`src/common/soc_pkg.sv`:
```
// Shared address map, widths and bus payload types of the SoC slice.
// Every access is a single beat, with no IDs, bursts or atomics.
// The address region field is 12 bits, so each target window sits in one 1 MiB region.
// periph_bytes must be a power of two.

package soc_pkg;

  // widths
  localparam int unsigned soc_addr_w    = 32;
  localparam int unsigned soc_data_w    = 128;
  localparam int unsigned soc_strb_w    = soc_data_w / 8;
  localparam int unsigned periph_data_w = 64;
  localparam int unsigned periph_strb_w = periph_data_w / 8;

  // address split used by the bus decoder
  localparam int unsigned soc_region_w = 12;
  localparam int unsigned soc_offset_w = soc_addr_w - soc_region_w;

  // address map
  localparam logic [soc_addr_w-1:0] l2_base     = 32'h1C00_0000;
  localparam logic [soc_addr_w-1:0] periph_base = 32'h1A10_0000;
  localparam int unsigned           periph_bytes = 4096;
  localparam int unsigned           periph_off_w = $clog2(periph_bytes);

  // peripheral register file
  localparam int unsigned periph_n_regs = 8;
  // JTAG identification code, read back through register 0
  localparam logic [periph_data_w-1:0] periph_idcode = 64'h0000_0000_2495_11C3;

  typedef struct packed {
    logic [soc_region_w-1:0] region;
    logic [soc_offset_w-1:0] offset;
  } soc_addr_fields_t;

  // raw byte address for the targets, region/offset view for the decoder
  typedef union packed {
    logic [soc_addr_w-1:0] raw;
    soc_addr_fields_t      field;
  } soc_addr_u;

  // 177 bits
  typedef struct packed {
    soc_addr_u               addr;
    logic                    we;
    logic [soc_data_w-1:0]   wdata;
    logic [soc_strb_w-1:0]   strb;
  } soc_req_t;

  // 129 bits
  typedef struct packed {
    logic [soc_data_w-1:0] rdata;
    logic                  err;
  } soc_rsp_t;

  // 85 bits
  typedef struct packed {
    logic [periph_off_w-1:0]  offset;
    logic                     we;
    logic [periph_data_w-1:0] wdata;
    logic [periph_strb_w-1:0] strb;
  } periph_req_t;

  // 65 bits
  typedef struct packed {
    logic [periph_data_w-1:0] rdata;
    logic                     err;
  } periph_rsp_t;

endpackage

```
`src/periph/periph_dwc.sv`:
```
// Narrows single-beat 128-bit requests to the 64-bit peripheral bus.
// Address bit 3 picks the half; the offset keeps the bits below periph_bytes.
// Only the half select is stored, so latency equals the register file's.

`timescale 1ns/1ps

module periph_dwc (
  input  logic                 clk_i,
  input  logic                 rst_i,

  input  soc_pkg::soc_req_t    wide_req_i,
  input  logic                 wide_req_valid_i,
  output logic                 wide_req_ready_o,
  output soc_pkg::soc_rsp_t    wide_rsp_o,
  output logic                 wide_rsp_valid_o,
  input  logic                 wide_rsp_ready_i,

  output soc_pkg::periph_req_t narrow_req_o,
  output logic                 narrow_req_valid_o,
  input  logic                 narrow_req_ready_i,
  input  soc_pkg::periph_rsp_t narrow_rsp_i,
  input  logic                 narrow_rsp_valid_i,
  output logic                 narrow_rsp_ready_o
);

  localparam int unsigned ndw     = soc_pkg::periph_data_w;
  localparam int unsigned nsw     = soc_pkg::periph_strb_w;
  localparam int unsigned half_bit = $clog2(nsw);

  logic hi;
  logic hi_q;

  assign hi = wide_req_i.addr.raw[half_bit];

  // request side
  assign narrow_req_o.offset = wide_req_i.addr.raw[soc_pkg::periph_off_w-1:0];
  assign narrow_req_o.we     = wide_req_i.we;
  assign narrow_req_o.wdata  = hi ? wide_req_i.wdata[ndw +: ndw] : wide_req_i.wdata[0 +: ndw];
  assign narrow_req_o.strb   = hi ? wide_req_i.strb[nsw +: nsw] : wide_req_i.strb[0 +: nsw];
  assign narrow_req_valid_o  = wide_req_valid_i;
  assign wide_req_ready_o    = narrow_req_ready_i;

  // remember the half until the response comes back
  always_ff @(posedge clk_i) begin
    if (rst_i) begin
      hi_q <= 1'b0;
    end else if (wide_req_valid_i && narrow_req_ready_i) begin
      hi_q <= hi;
    end
  end

  // response side, unused half reads zero
  assign wide_rsp_o.rdata   = hi_q ? {narrow_rsp_i.rdata, {ndw{1'b0}}}
                                   : {{ndw{1'b0}}, narrow_rsp_i.rdata};
  assign wide_rsp_o.err     = narrow_rsp_i.err;
  assign wide_rsp_valid_o   = narrow_rsp_valid_i;
  assign narrow_rsp_ready_o = wide_rsp_ready_i;

endmodule

```
`config.mk`:
```
export PLATFORM = sky130hd
export DESIGN_NAME = periph_dwc
export DESIGN_NICKNAME = d
export VERILOG_FILES = /design/src/common/soc_pkg.sv /design/src/periph/periph_dwc.sv
export SDC_FILE = /design/constraint.sdc
export NUM_CORES = 1
export LEC_CHECK = 0
export ABC_AREA = 1
export ABC_CLOCK_PERIOD_IN_PS = 1600
export BUFFER_PORTS_ARGS = -buffer_cell sky130_fd_sc_hd__buf_2
export CORE_AREA = 2 2 182 184
export CTS_CLUSTER_DIAMETER = 30
export DETAILED_ROUTE_END_ITERATION = 12
export DIE_AREA = 0 0 184 186
export PLACE_DENSITY = 0.41
export SYNTH_ARGS = -nofsm -noshare
export SYNTH_HDL_FRONTEND = slang
export SYNTH_SLANG_ARGS = --single-unit
```
`constraint.sdc`:
```
create_clock -name clk_i -period 1.6 [get_ports clk_i]
set_clock_uncertainty 0.2 [all_clocks]
set_input_delay 0.32 -clock clk_i [delete_from_list [all_inputs] [get_ports clk_i]]
set_output_delay 0.32 -clock clk_i [all_outputs]
set_load 0.02 [all_outputs]
```
# ---- After elaboration in Yosys (flattened, before gate mapping)
# Index checks and enable logic that the tools add are counted.
dict set report word_totals {
  input_bits 248
  out_inout_bits 218
  reg_bits 1
  word_cells 5
}
dict set report op_classes {
  muxes 3
  reduce_logical 1
}
# op n
set ops {}
lappend ops {{$mux W128} 1}
lappend ops {{$mux W64} 1}
lappend ops {{$mux W8} 1}
lappend ops {{$logic_and A1 B1 Y1} 1}

# ---- Longest topological paths before layout
# Gate-level depths: netlist of the first run.
dict set report logic_depth {
  word_depth 1
  ltp_mapped 5
  mapped_depth_nobuf 4
}

# ---- Worst setup path before layout of the first run
# OpenSTA, ideal clock, no wires.
dict set report synth_timing {
  kind {input port to output port}
  from {input port wide_req_i[148] in the netlist's numbering}
  to {output port narrow_req_o[20] in the netlist's numbering}
  slack_ps -19
  path_buffers 2
  arrival_time_ps 1099
  required_ps 1080
  stages 3
  path_cell_list {buf_6 -> buf_2 -> o21ai_0}
}
# item line
set synth_rtl {}
lappend synth_rtl {{from (decl)} periph_dwc.sv:11} ;# input soc_pkg::soc_req_t wide_req_i,
lappend synth_rtl {{to (decl)} periph_dwc.sv:18} ;# output soc_pkg::periph_req_t narrow_req_o,

==> impl_metrics.tcl, run 1 <==
set metrics [dict create \
    synth_seq_cells 1 \
    setup_viol 0 \
    yosys.cell_types.count 11 \
    required_ns 1.08 \
    drt-initial-drc-count 51 \
    gp_congestion 0.723 \
    fin_area_sq_um 5190 \
    finalPower_mw 1.71 \
    run_status "complete, no violations" \
    antenna_found_initial 0 \
    drive_gt1_share_pct 58.8 \
    viasPerCell 3.17 \
    final_nets 1170 \
    yosys.area.top_type "inv_1" \
    synth_area_sq_um 2600 \
    finalMaxSlewViolations 0 \
    diodes 0 \
    cp.arrival_ns 1.04 \
    yosysMostFrequentCell "inv_1" \
    grt_first_pass_wirelength_microns 16800 \
    worst_pin_slew_ns 0.216 \
    cts_hold_buf 0 \
    synth_edf_count 0 \
    syn_nets 776 \
    leakage_nw 3.85 \
    wl_per_cell_microns 9.25 \
    core-area_sq_um 32200 \
    area_growth_pct 99.4 \
    cp-end-kind "output pin" \
    synth_commonest_cells "202 x inv_1, 89 x nand2_1, 66 x nor2_1" \
    vias 4214 \
    drcViolationCount 0 \
    drv_cap 0 \
    drtAntennaViolNets 0 \
    fmax_mhz 642 \
    synth-seq-area-share_pct 0.768 \
    cp_max_fo 23 \
    grt_pass1_vias 3639 \
    min_period_ns 1.56 \
    relSlewSlack_pct 85.5 \
    fin_setup_tns_ns 0 \
    powerDensity_nw_per_um2 328 \
    grt_busiest_layer "met2" \
    insertion_delay_ns 0 \
    synthTopCellsByArea "inv_1 29%, o21ai_2 17%, nand2_1 13%" \
    ys_async_sr_fraction_pct 0 \
    grtUsageTotal_pct 6.06 \
    dr.pass1.iters 4 \
    dpl_cell_area_sq_um 5020 \
    reg_top3 "hi_q x1" \
    yosysWarningCount 0 \
    n_fill_cell 3751 \
    grt_start_max_net_pins 55 \
    rows 66 \
    worst-setup-path-type "in2out" \
    avgSynthCellArea_sq_um 4.93 \
    die_area_sq_um 34200 \
    synth.top_cell.area_share_pct 29.1 \
    worst_setup_path_start_kind "primary input" \
    period_share_pct 97.3 \
    ios 466 \
    use_met1_pct 5.84 \
    met3_usage_pct 0.587 \
    wirelength_microns 12300 \
    vdd_drop_max_mv 0.115 \
    fp.dieW_microns 184 \
    port_buffers 415 \
    post-dp-hpwl_microns 10800 \
    largest_register_ffs 1 \
    gr-total-overflow 0 \
    ys.flop_type "dfxtp_1" \
    die_y_microns 186 \
    fin_util_pct 16.1 \
    top_register "hi_q" \
    grt_use_met2_pct 13.7 \
    hold_violations 0 \
    dpl_worst_slack_ns -0.0520 \
    clk_pin_slew_worst_paths_ns 0 \
    fin_ws_ns 0.0434 \
    initial_core_util_pct 8.09 \
    synthCells 528 \
    rsz0062_at_grt "no" \
    hold_path_class "in2reg" \
]
path summary, 6_finish.rpt:
| check | from | endpoint | slack, ns | depth (start not counted) |
|---|---|---|---|---|
| max | wide_req_i[148] | narrow_req_o[57] | 0.04 | 4 |
| min | rst_i | hi_q$_SDFFE_PP0P_ | 0.35 | 4 |
| max reg2reg | hi_q$_SDFFE_PP0P_ | hi_q$_SDFFE_PP0P_ | 0.48 | 5 |
| min reg2reg | hi_q$_SDFFE_PP0P_ | hi_q$_SDFFE_PP0P_ | 0.59 | 5 |
report_power, final:
part / internal [mW] / switching [mW] / leakage [nW]
Clock: 0 / 0 / 0
Combinational: 0.673 / 0.997 / 3.85
Sequential: 0.0269 / 0.00928 / 0.00892
Total: 0.700 / 1.01 / 3.85
repair_timing:
item	in CTS	in global routing
setup endpoints to repair	36	55
gates resized for setup	18	12
cloned	1	2
buffers inserted	0	0
stage by stage:
step | hold WS (ns) | instances
global placement | 0.346 | 1325
finish | 0.348 | 1328
floorplan | 0.263 | 528
global route | 0.386 | 1328
detailed placement | 0.354 | 1325
CTS | 0.355 | 1326
critical path, stage by stage:
cell and delay (ns):
buf_16 0.15, clkbuf_16 0.20, o21ai_2 0.16, buf_2 0.18
cells by family after synthesis:
family / share of synthesized area, %
buf+inv: 43.9
simple gates: 34.3
compound gates: 21.0
flops: 0.769
final cells by class:
class	instances	area, sq um	area share, %
repair buffers	440	2460	47.3
flip-flops and latches	1	23.8	0.458
multi-input cells	277	1440	27.8
inverters	202	758	14.6
well taps	408	510	9.83
per-layer routing:
layer	share of wire [%]	vias to the layer above	wire length, microns
met1	35	1719	4260
li1	-	2213	-
met2	55	270	6740
met5	0	-	0
met3	9.2	12	1130
met4	1.2	0	144
layout by cell type (no fill, tap or decap), drive strengths merged:
cell type and instances:
nor2 66, dfxtp 1, nand2 139, o21ai 72, buf 438, inv 202
clkbuf 2
Note: power is estimated with default switching activity, not from simulation.
==> run 2, diff against run 1 <==
CORE_AREA = 4 4 179 181   (was 2 2 182 184)
DIE_AREA = 0 0 183 185   (was 0 0 184 186)
PLACE_DENSITY = 0.42   (was 0.41)
==> run 2 against run 1 <==
Via count down 0.52%; maximum frequency up 0.49%; critical path type unchanged; first-iteration DRC count down 33%; power up 1.2%.
==> impl_metrics.tcl, run 2 (synthesis gave the netlist of run 1 again) <==
set metrics [dict create \
    rows 64 \
    r2r_end "hi_q$_SDFFE_PP0P_" \
    final_common_cell "buf_2" \
    fin_util_pct 17.2 \
    worst-setup-path-type "in2out" \
    pwr-share-seq_pct 1.9 \
    fp.dieW_microns 183 \
    die_area_sq_um 33900 \
    hold_slack_ns 0.357 \
    cp.arrival_ns 1.03 \
    gr-total-overflow 0 \
    finalPower_mw 1.73 \
    drt-initial-drc-count 34 \
    cpPeakStageDelay_ns 0.20 \
    drv_cap 0 \
    r2r_cells 5 \
    switching_share_pct 58.8 \
    required_ns 1.08 \
    period_share_pct 96.8 \
    initial_core_util_pct 8.56 \
    hold_violations 0 \
    grt_pass1_vias 4061 \
    dp_cells 1322 \
    top_register "hi_q" \
    vias 4192 \
    relSlewSlack_pct 85.3 \
    fmax_mhz 646 \
    hold_path_class "in2reg" \
    diodes 0 \
    post-dp-hpwl_microns 12400 \
    r2r_start "hi_q$_SDFFE_PP0P_" \
    p_int_mw 0.712 \
    run_status "complete, no violations" \
    final_nets 1181 \
    min_from "rst_i" \
    cts_hold_buf 0 \
    setup_viol 0 \
    dr.pass1.iters 4 \
    fin_ws_ns 0.0510 \
    slowest_stage "clkbuf_16" \
    mostFrequentLayoutCells "410 x buf_2, 202 x inv_1, 89 x nand2_1" \
    cp_max_fo 28 \
    insertion_delay_ns 0 \
    reg_top3 "hi_q x1" \
    vdd_drop_max_mv 0.126 \
    cp_cell_sequence "buf_12, clkbuf_16, o21ai_2, buf_2" \
    hold_path_end "hi_q$_SDFFE_PP0P_" \
    die_y_microns 185 \
    area_growth_pct 101 \
    port_buffers 415 \
    cp-end-kind "output pin" \
    stdcell_count 1327 \
    drive_gt1_share_pct 59.3 \
    pwr-share-clk_pct 0 \
    worst_pin_slew_ns 0.218 \
    wirelength_microns 13800 \
    finalMaxSlewViolations 0 \
    drcViolationCount 0 \
    clk_pin_slew_worst_paths_ns 0 \
    grt_start_max_net_pins 40 \
    leakage_nw 3.90 \
    gp_congestion 0.761 \
    dpl_worst_slack_ns -0.0430 \
    drtAntennaViolNets 0 \
    whs_path_depth 4 \
    powerDensity_nw_per_um2 329 \
    combPwrFrac_pct 98.1 \
    core-area_sq_um 30400 \
    ios 466 \
    grt_first_pass_wirelength_microns 19400 \
    antenna_found_initial 1 \
    min_period_ns 1.55 \
    viasPerCell 3.16 \
    switching_power_mw 1.01 \
    grtUsageTotal_pct 6.88 \
    largest_register_ffs 1 \
    rrSetupSlack_ns 0.52 \
    worst_setup_path_start_kind "primary input" \
    wl_per_cell_microns 10.4 \
]
[run 2: cell types whose count changed in the layout (fill, tap and decap cells not counted), sizes merged]
cell / change
buf: +9
clkbuf: +2
[run 2: worst max-delay path by stage]
stage	startpoint	to	slack [ns]	depth (start not counted)
floorplan	wide_req_i[148]	narrow_req_o[20]	-0.02	3
global placement	wide_req_i[148]	narrow_req_o[71]	-0.03	4
detailed placement	wide_req_i[148]	narrow_req_o[17]	-0.04	5
CTS	wide_req_i[148]	narrow_req_o[60]	0.0002	5
global route	wide_req_i[148]	narrow_req_o[36]	-0.002	5
finish	wide_req_i[148]	narrow_req_o[60]	0.05	4
[run 2: worst max-delay path, delay by kind of cell]
| kind | cells | cell delay (ns) |
|---|---|---|
| AOI/OAI and AO/OA | 1 | 0.15 |
| buffers and inverters | 3 | 0.52 |
[run 2: timing repair]
item	4_1_cts	5_1_grt
endpoints found under the setup margin	33	47
buffers inserted	0	1
gates cloned	0	4
resized for setup	3	10
[run 2: final cells by class]
type	instances	area, sq um
Fill cell	3580	25200
Inverter	202	758
Multi-Input combinational cell	277	1440
Sequential cell	1	23.8
Tap cell	396	495
Timing Repair Buffer	451	2530
[run 2: power groups by stage]
stage | Sequential (mW) | Combinational [mW] | Clock (mW)
6_report | 0.0327 | 1.69 | 0
5_1_grt | 0.0340 | 1.86 | 0
2_1_floorplan | 0.0279 | 1.00 | 0
4_1_cts | 0.0317 | 1.67 | 0
3_3_place_gp | 0.0315 | 1.67 | 0
3_5_place_dp | 0.0317 | 1.66 | 0
[run 2: routing by layer]
layer / wire, microns / global-route usage [%]
met5: 0 / 0
met2: 7490 / 14.9
met3: 1520 / 1.28
met1: 4570 / 6.82
met4: 210 / 0.864
[run 2: through the flow]
stage	setup TNS (ns)	area, sq um
floorplan	-0.153	2610
global placement	-0.407	5090
global route	-0.00387	5250
detailed placement	-0.657	5090
CTS	0	5090
finish	0	5250
