[config.mk]
export PLATFORM = sky130hd
export DESIGN_NAME = periph_regs
export DESIGN_NICKNAME = d
export VERILOG_FILES = /design/src/common/soc_pkg.sv /design/src/periph/periph_regs.sv
export SDC_FILE = /design/constraint.sdc
export NUM_CORES = 1
export LEC_CHECK = 0
export BUFFER_PORTS_ARGS = -buffer_cell sky130_fd_sc_hd__buf_2
export CAP_MARGIN = 15
export CELL_PAD_IN_SITES_DETAIL_PLACEMENT = 0
export CELL_PAD_IN_SITES_GLOBAL_PLACEMENT = 1
export CORE_UTILIZATION = 50
export DETAILED_ROUTE_END_ITERATION = 8
export GPL_TIMING_DRIVEN = 0
export PLACE_DENSITY_LB_ADDON = 0.25
export REMOVE_ABC_BUFFERS = 1
export SLEW_MARGIN = 20
export SYNTH_ARGS = -nofsm -noshare
export SYNTH_HDL_FRONTEND = slang
export SYNTH_SLANG_ARGS = --single-unit
[constraint.sdc]
create_clock -name clk_i -period 5.85 [get_ports clk_i]
set_input_delay 0.2925 -clock clk_i [delete_from_list [all_inputs] [get_ports clk_i]]
set_output_delay 0.2925 -clock clk_i [all_outputs]
set_load 0.05 [all_outputs]
[src/common/soc_pkg.sv]
// Shared address map, widths and bus payload types of the SoC slice.
// Every access is a single beat, with no IDs, bursts or atomics.
// The address region field is 12 bits, so each target window sits in one 1 MiB region.
// periph_bytes must be a power of two.

package soc_pkg;

  // widths
  localparam int unsigned soc_addr_w    = 32;
  localparam int unsigned soc_data_w    = 128;
  localparam int unsigned soc_strb_w    = soc_data_w / 8;
  localparam int unsigned periph_data_w = 64;
  localparam int unsigned periph_strb_w = periph_data_w / 8;

  // address split used by the bus decoder
  localparam int unsigned soc_region_w = 12;
  localparam int unsigned soc_offset_w = soc_addr_w - soc_region_w;

  // address map
  localparam logic [soc_addr_w-1:0] l2_base     = 32'h1C00_0000;
  localparam logic [soc_addr_w-1:0] periph_base = 32'h1A10_0000;
  localparam int unsigned           periph_bytes = 4096;
  localparam int unsigned           periph_off_w = $clog2(periph_bytes);

  // peripheral register file
  localparam int unsigned periph_n_regs = 8;
  // JTAG identification code, read back through register 0
  localparam logic [periph_data_w-1:0] periph_idcode = 64'h0000_0000_2495_11C3;

  typedef struct packed {
    logic [soc_region_w-1:0] region;
    logic [soc_offset_w-1:0] offset;
  } soc_addr_fields_t;

  // raw byte address for the targets, region/offset view for the decoder
  typedef union packed {
    logic [soc_addr_w-1:0] raw;
    soc_addr_fields_t      field;
  } soc_addr_u;

  // 177 bits
  typedef struct packed {
    soc_addr_u               addr;
    logic                    we;
    logic [soc_data_w-1:0]   wdata;
    logic [soc_strb_w-1:0]   strb;
  } soc_req_t;

  // 129 bits
  typedef struct packed {
    logic [soc_data_w-1:0] rdata;
    logic                  err;
  } soc_rsp_t;

  // 85 bits
  typedef struct packed {
    logic [periph_off_w-1:0]  offset;
    logic                     we;
    logic [periph_data_w-1:0] wdata;
    logic [periph_strb_w-1:0] strb;
  } periph_req_t;

  // 65 bits
  typedef struct packed {
    logic [periph_data_w-1:0] rdata;
    logic                     err;
  } periph_rsp_t;

endpackage

[src/periph/periph_regs.sv]
// Peripheral register file on the 64-bit bus.
// Register 0 is the read-only ID code; registers 1 to 7 are byte-writable scratch.
// Offsets from 64 up answer with an error and zero data.
// Response is registered one cycle after acceptance and held until taken.

`timescale 1ns/1ps

module periph_regs (
  input  logic                 clk_i,
  input  logic                 rst_i,

  input  soc_pkg::periph_req_t req_i,
  input  logic                 req_valid_i,
  output logic                 req_ready_o,
  output soc_pkg::periph_rsp_t rsp_o,
  output logic                 rsp_valid_o,
  input  logic                 rsp_ready_i
);

  localparam int unsigned dw      = soc_pkg::periph_data_w;
  localparam int unsigned sw      = soc_pkg::periph_strb_w;
  localparam int unsigned n_regs  = soc_pkg::periph_n_regs;
  localparam int unsigned off_w   = soc_pkg::periph_off_w;
  localparam int unsigned reg_lsb = $clog2(sw);
  localparam int unsigned reg_w   = $clog2(n_regs);
  localparam logic [off_w-1:0] regs_bytes = off_w'(n_regs * sw);

  logic [dw-1:0]    regs_q [1:n_regs-1];
  logic [reg_w-1:0] reg_idx;
  logic             in_range;
  logic [dw-1:0]    cur_word;
  logic [dw-1:0]    wr_word;
  logic [dw-1:0]    rd_next;
  logic [dw-1:0]    rdata_q;
  logic             err_q;
  logic             rsp_valid_q;
  logic             accept;

  assign reg_idx  = req_i.offset[reg_lsb +: reg_w];
  assign in_range = req_i.offset < regs_bytes;

  always_comb begin
    cur_word = soc_pkg::periph_idcode;
    for (int i = 1; i < n_regs; i++) begin
      if (reg_idx == reg_w'(i)) begin
        cur_word = regs_q[i];
      end
    end
  end

  always_comb begin
    for (int b = 0; b < sw; b++) begin
      wr_word[b*8 +: 8] = req_i.strb[b] ? req_i.wdata[b*8 +: 8] : cur_word[b*8 +: 8];
    end
  end

  // reads return the register after the write, ID writes are dropped
  always_comb begin
    if (!in_range) begin
      rd_next = '0;
    end else if (req_i.we && reg_idx != '0) begin
      rd_next = wr_word;
    end else begin
      rd_next = cur_word;
    end
  end

  assign req_ready_o = ~rsp_valid_q;
  assign accept      = req_valid_i & req_ready_o;

  always_ff @(posedge clk_i) begin
    if (rst_i) begin
      rsp_valid_q <= 1'b0;
      for (int i = 1; i < n_regs; i++) begin
        regs_q[i] <= '0;
      end
    end else begin
      if (accept) begin
        rsp_valid_q <= 1'b1;
      end else if (rsp_ready_i) begin
        rsp_valid_q <= 1'b0;
      end
      for (int i = 1; i < n_regs; i++) begin
        if (accept && req_i.we && in_range && reg_idx == reg_w'(i)) begin
          regs_q[i] <= wr_word;
        end
      end
    end
  end

  always_ff @(posedge clk_i) begin
    if (accept) begin
      rdata_q <= rd_next;
      err_q   <= ~in_range;
    end
  end

  assign rsp_o.rdata = rdata_q;
  assign rsp_o.err   = err_q;
  assign rsp_valid_o = rsp_valid_q;

endmodule

## Word-level counts from Yosys, hierarchy flattened

Memory sizes are Yosys's and may differ from the RTL's.
Cells that the tools add are included.

- Memory bits (writable): 448
- Input bits: 89
- Bits in registers: 66
- Memories: 1
- Output and inout bits: 67
- Word-level logic and storage cells: 82

- Mux-type cells: 48
- Reduce and logical (&&, ||, !) cells: 12
- Order comparisons: 1
- Equal/unequal tests: 7
- Bitwise logic cells: 10

Memory list:

| name | depth | bits a word | read ports | clocked after Yosys merged registers in | wr ports | line | text |
|---|---|---|---|---|---|---|---|
| regs_q | 7 | 64 | 7 | 0 | 7 | periph_regs.sv:28 | `logic [dw-1:0] regs_q [1:n_regs-1];` |

Operator list:

| operator | count |
|---|---|
| $mux 64 | 15 |
| $mux 8 | 8 |
| $mux 1 | 25 |
| $eq 3x3->1 const B | 4 |
| $lt 12x7->1 const B | 1 |
| $logic_and 1x1->1 | 10 |
| $or 1x1->1 | 7 |
| $eq 3x2->1 const B | 2 |
| $eq 3x1->1 const B | 1 |
| $reduce_bool 3->1 | 1 |
| $not 1->1 | 2 |
| $reduce_bool 2->1 | 1 |
| $and 1x1->1 | 1 |

## Longest topological paths before layout

Gate-level depths: netlist (run 1).

- Word-level depth: 10
- Depth in mapped cells: 10

## Worst setup path after synthesis (run 1)

No wires, ideal clock.

- Path kind: register -> register
- Start: register rsp_valid_q, in the netlist rsp_valid_o
- End: register err_q, enable pin
- Clock period less this slack: 3.942 ns
- Cell stages (with the launch flop): 2
- Arrival time: 3.448 ns
- Data required time: 5.355 ns
- Slack: 1.908 ns
- Cells stage by stage: dfxtp_1 > nor2b_1

- Cells in the longest elaborated chain, start to end: 2

RTL lines:

| element | line | text |
|---|---|---|
| start, declared | periph_regs.sv:36 | `logic rsp_valid_q;` |
| start signal, assigned | periph_regs.sv:73 | `rsp_valid_q <= 1'b0;` |
| start signal, assigned | periph_regs.sv:79 | `rsp_valid_q <= 1'b1;` |
| start signal, assigned | periph_regs.sv:81 | `rsp_valid_q <= 1'b0;` |
| $not 1->1 | periph_regs.sv:68 | `assign req_ready_o = ~rsp_valid_q;` |
| $and 1x1->1 | periph_regs.sv:69 | `assign accept = req_valid_i & req_ready_o;` |
| net accept | periph_regs.sv:37 | `logic accept;` |
| end signal, assigned | periph_regs.sv:94 | `err_q <= ~in_range;` |
| end, declared | periph_regs.sv:35 | `logic err_q;` |

The timed path passes the listed nets, and every way through them passes these cells.
A chain may end at the register's enable or synchronous reset.

==> results.sh, run 1 <==
export IMPL_status="complete, no violations"
export IMPL_clk_latency_ps=620
export IMPL_ys_seq_elements=514
export IMPL_hold_path_class="input port to flop"
export IMPL_post_drt_wl_per_cell_um=25.4
export IMPL_critPathKind="input port to flop"
export IMPL_h_tree_depth=2
export IMPL_ir_worst_vdd_uv=214
export IMPL_antenna_found_initial=0
export IMPL_setup_violations_final=0
export IMPL_dpl_instance_area_mm2=0.0268
export IMPL_hold_start="req_i[57]"
export IMPL_ys_types=51
export IMPL_clk_path_buf_depth=3
export IMPL_syn_avg_cell_area_um2=12.7
export IMPL_grt_busiest_layer="met2"
export IMPL_cap_violations=0
export IMPL_num_nets_final=2167
export IMPL_grt_pass1_vias=17700
export IMPL_start_kind="input port"
export IMPL_synth_edf_count=513
export IMPL_die_area_mm2=0.0511
export IMPL_syn_inst=1981
export IMPL_worstHoldPathCells=3
export IMPL_hold_violations=0
export IMPL_syn_to_final_growth_pct=14.2
export IMPL_ys_seq_area_share_pct=61.5
export IMPL_grt_max_degree=105
export IMPL_arrival_ps=3910
export IMPL_num_rows=81
export IMPL_ys_warn_count=0
export IMPL_cp_end_kind="flop"
export IMPL_power_density_mw_per_mm2=298
export IMPL_ys_flop_type="edfxtp_1"
export IMPL_path_cells="buf_8 -> clkinv_1 -> nor2_1 -> nand3_4 -> buf_16 -> a211oi_1"
export IMPL_finalCritPeriodShare_pct=59.5
export IMPL_numCtsBuffers=56
export IMPL_clkTransAtPathRegs_ps=60
export IMPL_use_met3_pct=3.76
export IMPL_coreArea_mm2=0.0493
export IMPL_r2r_start="rsp_valid_o"
export IMPL_use_met2_pct=45.1
export IMPL_dpl_hpwl_um=39800
export IMPL_grt_pass1_wl_um=106000
export IMPL_cp_slowest_stage_delay_ps=950
export IMPL_worst_slew_pin_slew_ps=915
export IMPL_port_buffers=152
export IMPL_start_util_pct=50.9
export IMPL_slew_headroom_pct=38.9
export IMPL_synth_top_area_share_pct=61.4
export IMPL_path_max_fanout=104
export IMPL_tritoncts="yes"
export IMPL_p_leak_uw=0.00994
export IMPL_ys_async_sr_fraction_pct=0
export IMPL_ys_top_cells_by_area="edfxtp_1 61%, a21oi_1 5.9%, nor3_1 4.5%, mux2_2 3.3%, mux4_2 3.0%"
export IMPL_ios=156
export IMPL_die_w_um=226
export IMPL_fmax_mhz=287
export IMPL_cp_required_ps=6280
export IMPL_reg2reg_depth=8
export IMPL_ant_nets=0
export IMPL_cts_root_buf="clkbuf_16"
export IMPL_hold_path_end="rdata_q[49]"
export IMPL_post_route_min_period_ps=3480
export IMPL_post_synth_top_area_cell="edfxtp_1"
export IMPL_drive_above_1_share_pct=21.6
export IMPL_rsz0062_at_grt="false"
export IMPL_drt_iter0_drc=1818
export IMPL_grt_usage_pct=28.0
export IMPL_slew_viol_final=0
export IMPL_gp_congestion=0.770
export IMPL_clkSinkCount=514
export IMPL_dp_cells=2680
export IMPL_viasPerCell=6.35
export IMPL_stdcell_area_mm2=0.0287
export IMPL_drc_errors=0
export IMPL_synth_area_mm2=0.0251
export IMPL_r2r_end="regs_q[0][492]"
export IMPL_antenna_cells=0
export IMPL_stdcell_count=2789
export IMPL_r2r_slack_ps=2980
export IMPL_routed_wl_um=70800
export IMPL_die_h_um=226
export IMPL_slowest_stage="clkinv_1"
export IMPL_grtUsageMet1_pct=39.1
export IMPL_drt_pass1_iter_count=5
export IMPL_clock_skew_ps=13.9
export IMPL_grt_overflow_total=0
export IMPL_vias=17700
[worst max-delay path by stage]
| stage | slack, ps | start | depth (start not counted) | to |
|---|---|---|---|---|
| final | 2370 | req_i[78] | 6 | regs_q[0][321] |
| after global routing | 2230 | req_i[78] | 6 | regs_q[0][321] |
| after CTS | 2150 | req_i[78] | 5 | regs_q[0][285] |
| after detailed placement | 1540 | req_i[78] | 5 | regs_q[0][285] |
| after global placement | -8130 | req_i[77] | 4 | regs_q[0][500] |
| after floorplan | 240 | req_i[78] | 3 | regs_q[0][450] |
[through the flow]
stage | hold slack [ps] | utilization (%) | setup TNS (ps) | power, µW | worst slack [ps]
floorplan | 365 | - | 0 | 4800 | 238
global placement | 484 | 52.7 | -3843930 | 5130 | -8130
detailed placement | 483 | 54.5 | 0 | 5160 | 1540
CTS | 17.1 | 58.1 | 0 | 8570 | 2150
global route | 33.4 | 58.2 | 0 | 8760 | 2230
finish | 39.6 | 58.2 | 0 | 8540 | 2370
[kinds of logic after synthesis]
logic type,count (synthesis),share of synthesized area [%]
compound gates,598,16.4
buf+inv,197,3.46
flops,514,61.5
mux,137,7.48
simple gates,535,11.2
[critical path, delay by kind of cell]
family	cells	cell delay [ps]
buffers and inverters	3	1880
AND/OR/NAND/NOR	2	1330
AO/OA/AOI/OAI	1	270
[power breakdown]
| part | switching (µW) | internal, µW | total, µW |
|---|---|---|---|
| clock | 1490 | 1960 | 3440 |
| sequential | 43.6 | 4170 | 4210 |
| combinational | 612 | 265 | 877 |
[flip-flops by register name, indices dropped and copies added (netlist names)]
register     count
err_q            1
rdata_q         64
rsp_valid_o      1
regs_q         448
[final cells by class]
class	count	area, µm²
tap	664	831
clock inverter	39	300
fill	4043	20600
sequential	514	15400
inverter	43	166
multi-input combinational	1270	8900
clock buffer	66	1460
timing repair buffer	193	1580
[Yosys cell counts (4+ instances only)]
library cell and count:
nor2b_1 43, buf_1 13, clkbuf_1 74, buf_2 54
a22o_1 8, nand2_1 91, o21ai_0 43, a211oi_4 32
nor2_1 67, mux2_2 74, o221ai_1 10, a2bb2oi_1 10
and2_1 42, edfxtp_1 513, a21o_1 4, or3b_2 20
a21oi_1 295, a32oi_1 20, o22ai_1 30, nor3_1 226
a32o_1 9, buf_4 8, a22oi_1 21, nand2b_1 24
nand3b_1 8, a31o_2 4, a211oi_1 51, nand3_4 4
mux2i_1 30, o211ai_1 40, o2bb2ai_1 6, buf_6 4
a221oi_1 8, mux4_2 33, inv_1 41
[placed cells by master, fill, tap and decap left out, types with 32 or more instances in the layout]
cell       synthesis  final
a21oi_1          295    295
nor3_1           226    225
a211oi_1          51     51
nand2_1           91     91
buf_2             54    149
mux4_2            33     33
nor2_1            67     67
a211oi_4          32     32
and2_1            42     41
inv_1             41     39
o21ai_0           43     43
edfxtp_1         513    513
clkbuf_16          0     57
nor2b_1           43     40
mux2_2            74     74
o211ai_1          40     40
[layer usage]
layer | vias to the layer above | part of all wire (%)
met1 | 8830 | 42
met3 | 147 | 7.6
met4 | 0 | 2.8
met2 | 793 | 47
li1 | 7942 | -
met5 | - | 0
[timing repair]
item | 4_1_cts | 5_1_grt
setup buffers | 0 | 0
hold buffers | 2 | 0
setup endpoints to repair | 0 | 0
hold endpoints to repair | 1 | 0
gates resized for setup | 0 | 0
(Power assumes the default switching activity.)
==> run 2, diff against run 1 <==
==> constraint.sdc (replaced) <==
create_clock -name clk_i -period 3.3 [get_ports clk_i]
set_input_delay 0.165 -clock clk_i [delete_from_list [all_inputs] [get_ports clk_i]]
set_output_delay 0.165 -clock clk_i [all_outputs]
set_load 0.05 [all_outputs]
==> run 2 against run 1 <==
Net effect:
- via count up 1.9%
- utilization grew 1.2 points
- wire length up 1.7%
- largest cell class unchanged
==> results.sh, run 2 (synthesis results as in run 1) <==
export IMPL_status="complete, no violations"
export IMPL_top_regs="regs_q: 448 flops, rdata_q: 64 flops"
export IMPL_use_met3_pct=3.86
export IMPL_port_buffers=152
export IMPL_slew_viol_final=0
export IMPL_die_h_um=226
export IMPL_coreArea_mm2=0.0493
export IMPL_drt_pass1_iter_count=6
export IMPL_power_density_mw_per_mm2=520
export IMPL_cap_violations=0
export IMPL_critPathKind="input port to flop"
export IMPL_drc_errors=0
export IMPL_setup_slack_ps=322
export IMPL_clk_path_buf_depth=3
export IMPL_gp_congestion=0.770
export IMPL_syn_to_final_growth_pct=16.6
export IMPL_start_util_pct=50.9
export IMPL_die_area_mm2=0.0511
export IMPL_clock_skew_ps=17.6
export IMPL_setup_violations_final=0
export IMPL_path_max_fanout=28
export IMPL_grtUsageMet1_pct=40.0
export IMPL_cts_root_buf="clkbuf_16"
export IMPL_layout_common_cells="513 x edfxtp_1, 295 x a21oi_1, 225 x nor3_1"
export IMPL_grt_usage_pct=28.5
export IMPL_largest_reg_flops=448
export IMPL_dpl_hpwl_um=39800
export IMPL_final_core_util_pct=59.4
export IMPL_antenna_found_initial=1
export IMPL_h_tree_depth=2
export IMPL_hold_violations=0
export IMPL_layout_commonest_cell="edfxtp_1"
export IMPL_rsz0062_at_grt="false"
export IMPL_finalCritPeriodShare_pct=90.2
export IMPL_dpl_worst_slack_ps=-883
export IMPL_arrival_ps=3280
export IMPL_drive_above_1_share_pct=21.3
export IMPL_grt_pass1_vias=17900
export IMPL_tns_ps=0
export IMPL_p_leak_uw=0.0102
export IMPL_vias=18100
export IMPL_grt_busiest_layer="met2"
export IMPL_tritoncts="yes"
export IMPL_clkSinkCount=514
export IMPL_stdcell_count=2849
export IMPL_use_met2_pct=45.6
export IMPL_post_drt_wl_per_cell_um=25.3
export IMPL_ant_nets=0
export IMPL_top_register="regs_q"
export IMPL_startpoint="req_i[84]"
export IMPL_ir_worst_vdd_uv=380
export IMPL_grt_pass1_wl_um=108000
export IMPL_cp_required_ps=3610
export IMPL_r2r_start="rsp_valid_o"
export IMPL_stdcell_area_mm2=0.0292
export IMPL_grt_max_degree=105
export IMPL_fmax_mhz=336
export IMPL_antenna_cells=0
export IMPL_hold_path_class="input port to flop"
export IMPL_grt_overflow_total=0
export IMPL_num_rows=81
export IMPL_num_nets_final=2227
export IMPL_clkTransAtPathRegs_ps=60
export IMPL_slew_headroom_pct=39.4
export IMPL_hold_start="req_i[44]"
export IMPL_dp_cells=2680
export IMPL_worst_slew_pin_slew_ps=908
export IMPL_dpl_instance_area_mm2=0.0268
export IMPL_ios=156
export IMPL_drt_iter0_drc=1851
export IMPL_numCtsBuffers=56
export IMPL_start_kind="input port"
export IMPL_viasPerCell=6.34
export IMPL_routed_wl_um=72100
export IMPL_die_w_um=226
export IMPL_clk_latency_ps=620
export IMPL_post_route_min_period_ps=2980
export IMPL_cp_end_kind="flop"
[run 2: cell count changes in the layout (fill, tap and decap cells not counted), sizes merged]
cell	delta
buf	+2
nand3	+1
dlygate4sd3	+57
[run 2: metal layers]
metal,part of all wire [%],vias to the layer above
met2,47,838
li1,-,8066
met4,2.9,4
met5,0.037,-
met1,42,8988
met3,7.8,154
[run 2: stage by stage]
step	total power [µW]	hold slack [ps]
3_3_place_gp	9100	356
6_report	15200	18.2
3_5_place_dp	9150	356
5_1_grt	15600	36.8
2_1_floorplan	8520	238
4_1_cts	15200	0.664
[run 2: where the power goes]
| part | internal [µW] | total [µW] | switching (µW) | leakage, µW |
|---|---|---|---|---|
| registers | 7390 | 7470 | 76.8 | 0.00529 |
| logic | 514 | 1610 | 1100 | 0.00403 |
| clock network | 3470 | 6110 | 2650 | 0.000871 |
[run 2: timing repair]
action | 4_1_cts | 5_1_grt
resized for setup | 3 | 0
endpoints found under the hold margin | 76 | 0
hold buffers | 59 | 0
endpoints found under the setup margin | 63 | 0
setup buffers | 4 | 0
[run 2: cell type report]
| type | instances | area, µm² |
|---|---|---|
| multi-input combinational | 1271 | 8920 |
| clock buffer | 66 | 1460 |
| clock inverter | 39 | 300 |
| inverter | 43 | 168 |
| fill | 4005 | 20000 |
| tap | 664 | 831 |
| timing repair buffer | 252 | 2140 |
| sequential | 514 | 15400 |
[run 2: worst paths after layout]
check	endpoint	slack (ps)	cells after the start
max	regs_q[0][102]	320	9
min	rdata_q[36]	20	3
max reg2reg	regs_q[0][492]	550	9
min reg2reg	rdata_q[31]	690	2
[run 2: worst max-delay path, cell delays in order]
cell	delay [ps]
buf_2	100
or4_4	550
nor3_2	280
buf_4	240
inv_2	350
nor3_1	590
a21o_4	450
buf_12	270
buf_12	230
==> run 3, diff against run 2 <==
--- a/config.mk
+++ b/config.mk
@@ -6,10 +6,11 @@
 export NUM_CORES = 1
 export LEC_CHECK = 0
 export BUFFER_PORTS_ARGS = -buffer_cell sky130_fd_sc_hd__buf_2
-export CAP_MARGIN = 15
+export CAP_MARGIN = 20
 export CELL_PAD_IN_SITES_DETAIL_PLACEMENT = 0
 export CELL_PAD_IN_SITES_GLOBAL_PLACEMENT = 1
 export CORE_UTILIZATION = 50
+export CTS_BUF_LIST = sky130_fd_sc_hd__clkbuf_8
 export DETAILED_ROUTE_END_ITERATION = 8
 export GPL_TIMING_DRIVEN = 0
 export PLACE_DENSITY_LB_ADDON = 0.25
==> constraint.sdc (replaced) <==
create_clock -name clk_i -period 3.3 [get_ports clk_i]
set_input_delay 0.165 -clock clk_i [delete_from_list [all_inputs] [get_ports clk_i]]
set_output_delay 0.165 -clock clk_i [all_outputs]
set_load 0.02 [all_outputs]
==> run 3 against run 2 <==
Net effect:
- sequential power barely moved
- clock-buffer cell count is 29 higher
- global-route usage barely moved
- via count rose by 0.74%
- utilization fell by 0.24 points
- die area is the same
- flip-flop and latch count did not move
- clock power fell by 14%
- critical path type unchanged
- highest routed layer is now met4
==> results.sh, run 3 (synthesis results as in run 1) <==
export IMPL_topRoutingLayerUsed="met4"
export IMPL_drt_pass1_iter_count=5
export IMPL_arrival_ps=3360
export IMPL_top_regs="regs_q: 448 flops, rdata_q: 64 flops"
export IMPL_power_density_mw_per_mm2=489
export IMPL_finalCritPeriodShare_pct=91.4
export IMPL_antenna_cells=0
export IMPL_finalPower_uw=14200
export IMPL_layout_commonest_cell="edfxtp_1"
export IMPL_grt_pass1_wl_um=108000
export IMPL_wl_met2_um=33700
export IMPL_r2r_end="regs_q[0][128]"
export IMPL_cts_root_buf="clkbuf_8"
export IMPL_grt_max_degree=105
export IMPL_grt_pass1_vias=18200
export IMPL_num_nets_final=2266
export IMPL_endpoint="regs_q[0][119]"
export IMPL_hold_violations=0
export IMPL_ant_nets=0
export IMPL_grt_overflow_total=0
export IMPL_status="complete, no violations"
export IMPL_reg2reg_depth=6
export IMPL_gp_congestion=0.770
export IMPL_top_register="regs_q"
export IMPL_slew_headroom_pct=39.5
export IMPL_multi_input_area_mm2=0.00890
export IMPL_dpl_hpwl_um=40000
export IMPL_final_core_util_pct=59.1
export IMPL_start_kind="input port"
export IMPL_p_leak_uw=0.0102
export IMPL_tritoncts="yes"
export IMPL_rsz0062_at_grt="false"
export IMPL_die_w_um=226
export IMPL_drc_errors=0
export IMPL_startpoint="req_i[84]"
export IMPL_vias=18200
export IMPL_coreArea_mm2=0.0493
export IMPL_ir_worst_vdd_uv=259
export IMPL_wl_met3_um=5260
export IMPL_cap_violations=0
export IMPL_cts_setup_buffers=0
export IMPL_clk_latency_ps=670
export IMPL_post_drt_wl_per_cell_um=24.6
export IMPL_num_rows=81
export IMPL_r2r_start="rsp_valid_o"
export IMPL_regArea_mm2=0.0154
export IMPL_critPathKind="input port to flop"
export IMPL_die_area_mm2=0.0511
export IMPL_setup_slack_ps=284
export IMPL_ios=156
export IMPL_r2r_slack_ps=540
export IMPL_path_max_fanout=28
export IMPL_clkTransAtPathRegs_ps=60
export IMPL_drt_met1_wl_um=30900
export IMPL_hold_path_class="input port to flop"
export IMPL_slew_viol_final=0
export IMPL_clock_skew_ps=22.4
export IMPL_dpl_worst_slack_ps=-553
export IMPL_syn_to_final_growth_pct=16.1
export IMPL_worst_slew_pin_slew_ps=907
export IMPL_drive_above_1_share_pct=21.4
export IMPL_stdcell_area_mm2=0.0291
export IMPL_numCtsBuffers=89
export IMPL_h_tree_depth=3
export IMPL_routed_wl_um=71700
export IMPL_post_route_min_period_ps=3020
export IMPL_port_buffers=152
export IMPL_setup_violations_final=0
export IMPL_grt_usage_pct=28.5
export IMPL_drt_iter0_drc=1834
export IMPL_cp_required_ps=3640
export IMPL_antenna_found_initial=0
export IMPL_fillCellCount=4104
export IMPL_dpl_instance_area_mm2=0.0269
export IMPL_die_h_um=226
export IMPL_clk_path_buf_depth=3
export IMPL_viasPerCell=6.25
export IMPL_start_util_pct=50.9
export IMPL_cp_end_kind="flop"
export IMPL_layout_common_cells="513 x edfxtp_1, 295 x a21oi_1, 225 x nor3_1"
export IMPL_largest_reg_flops=448
export IMPL_clkSinkCount=514
export IMPL_fmax_mhz=332
==> run 3: cell types whose count changed in the layout (fill, tap and decap cells not counted), moves of 2 or more <==
cell           delta
clkbuf_8         +95
clkbuf_16        -57
inv_1            +27
clkinv_1         +17
clkinv_2         -11
clkbuf_1          -9
dlygate4sd3_1     +9
buf_4             -4
bufinv_16         -4
inv_6             -2
==> run 3: timing repair <==
action                     CTS  global route
hold endpoints to repair   272             0
setup endpoints to repair    0            25
hold buffers                68             0
resized for setup            0             1
==> run 3: cell type report <==
| type | instances | area share, % |
|---|---|---|
| inverters | 43 | 0.584 |
| multi-input cells | 1270 | 30.5 |
| well taps | 664 | 2.85 |
| flip-flops and latches | 514 | 53.0 |
| repair buffers | 259 | 7.69 |
| clock inverters | 64 | 0.872 |
| clock buffers | 95 | 4.49 |
==> run 3: routing by layer <==
metal  vias up  global-route usage (%)
met5         -                       0
met4         0                    10.4
met3       149                    4.44
met2       806                    45.4
met1      9081                    39.5
li1       8147                       -
==> run 3: how the worst min path moves through the flow <==
stage	from	endpoint	slack, ps	depth (start not counted)
final	req_i[79]	rdata_q[29]	140	5
after detailed placement	rsp_ready_i	rsp_valid_o	360	2
after global placement	rsp_ready_i	rsp_valid_o	360	2
after CTS	req_i[79]	rdata_q[29]	120	5
after floorplan	rst_i	rsp_valid_o	240	1
after global routing	req_i[80]	rdata_q[29]	170	5
==> run 3: power by group <==
| group | internal, µW | total (µW) | switching [µW] |
|---|---|---|---|
| combinational | 520 | 1520 | 1000 |
| sequential | 7400 | 7470 | 77.2 |
| clock | 2630 | 5240 | 2610 |
==> run 3: worst max-delay path: stages <==
cell and delay (ps):
buf_2 100, or4_4 550, nor3_2 310, buf_4 240
inv_2 350, nor3_1 620, a21o_4 460, buf_12 270
buf_12 230
==> run 3: through the flow <==
stage | instances | hold slack [ps] | setup TNS [ps]
after detailed placement | 2681 | 363 | -105930
final | 2909 | 143 | 0
after global routing | 2909 | 168 | 0
after floorplan | 1827 | 238 | -627170
after CTS | 2908 | 117 | 0
after global placement | 2643 | 356 | -6333440
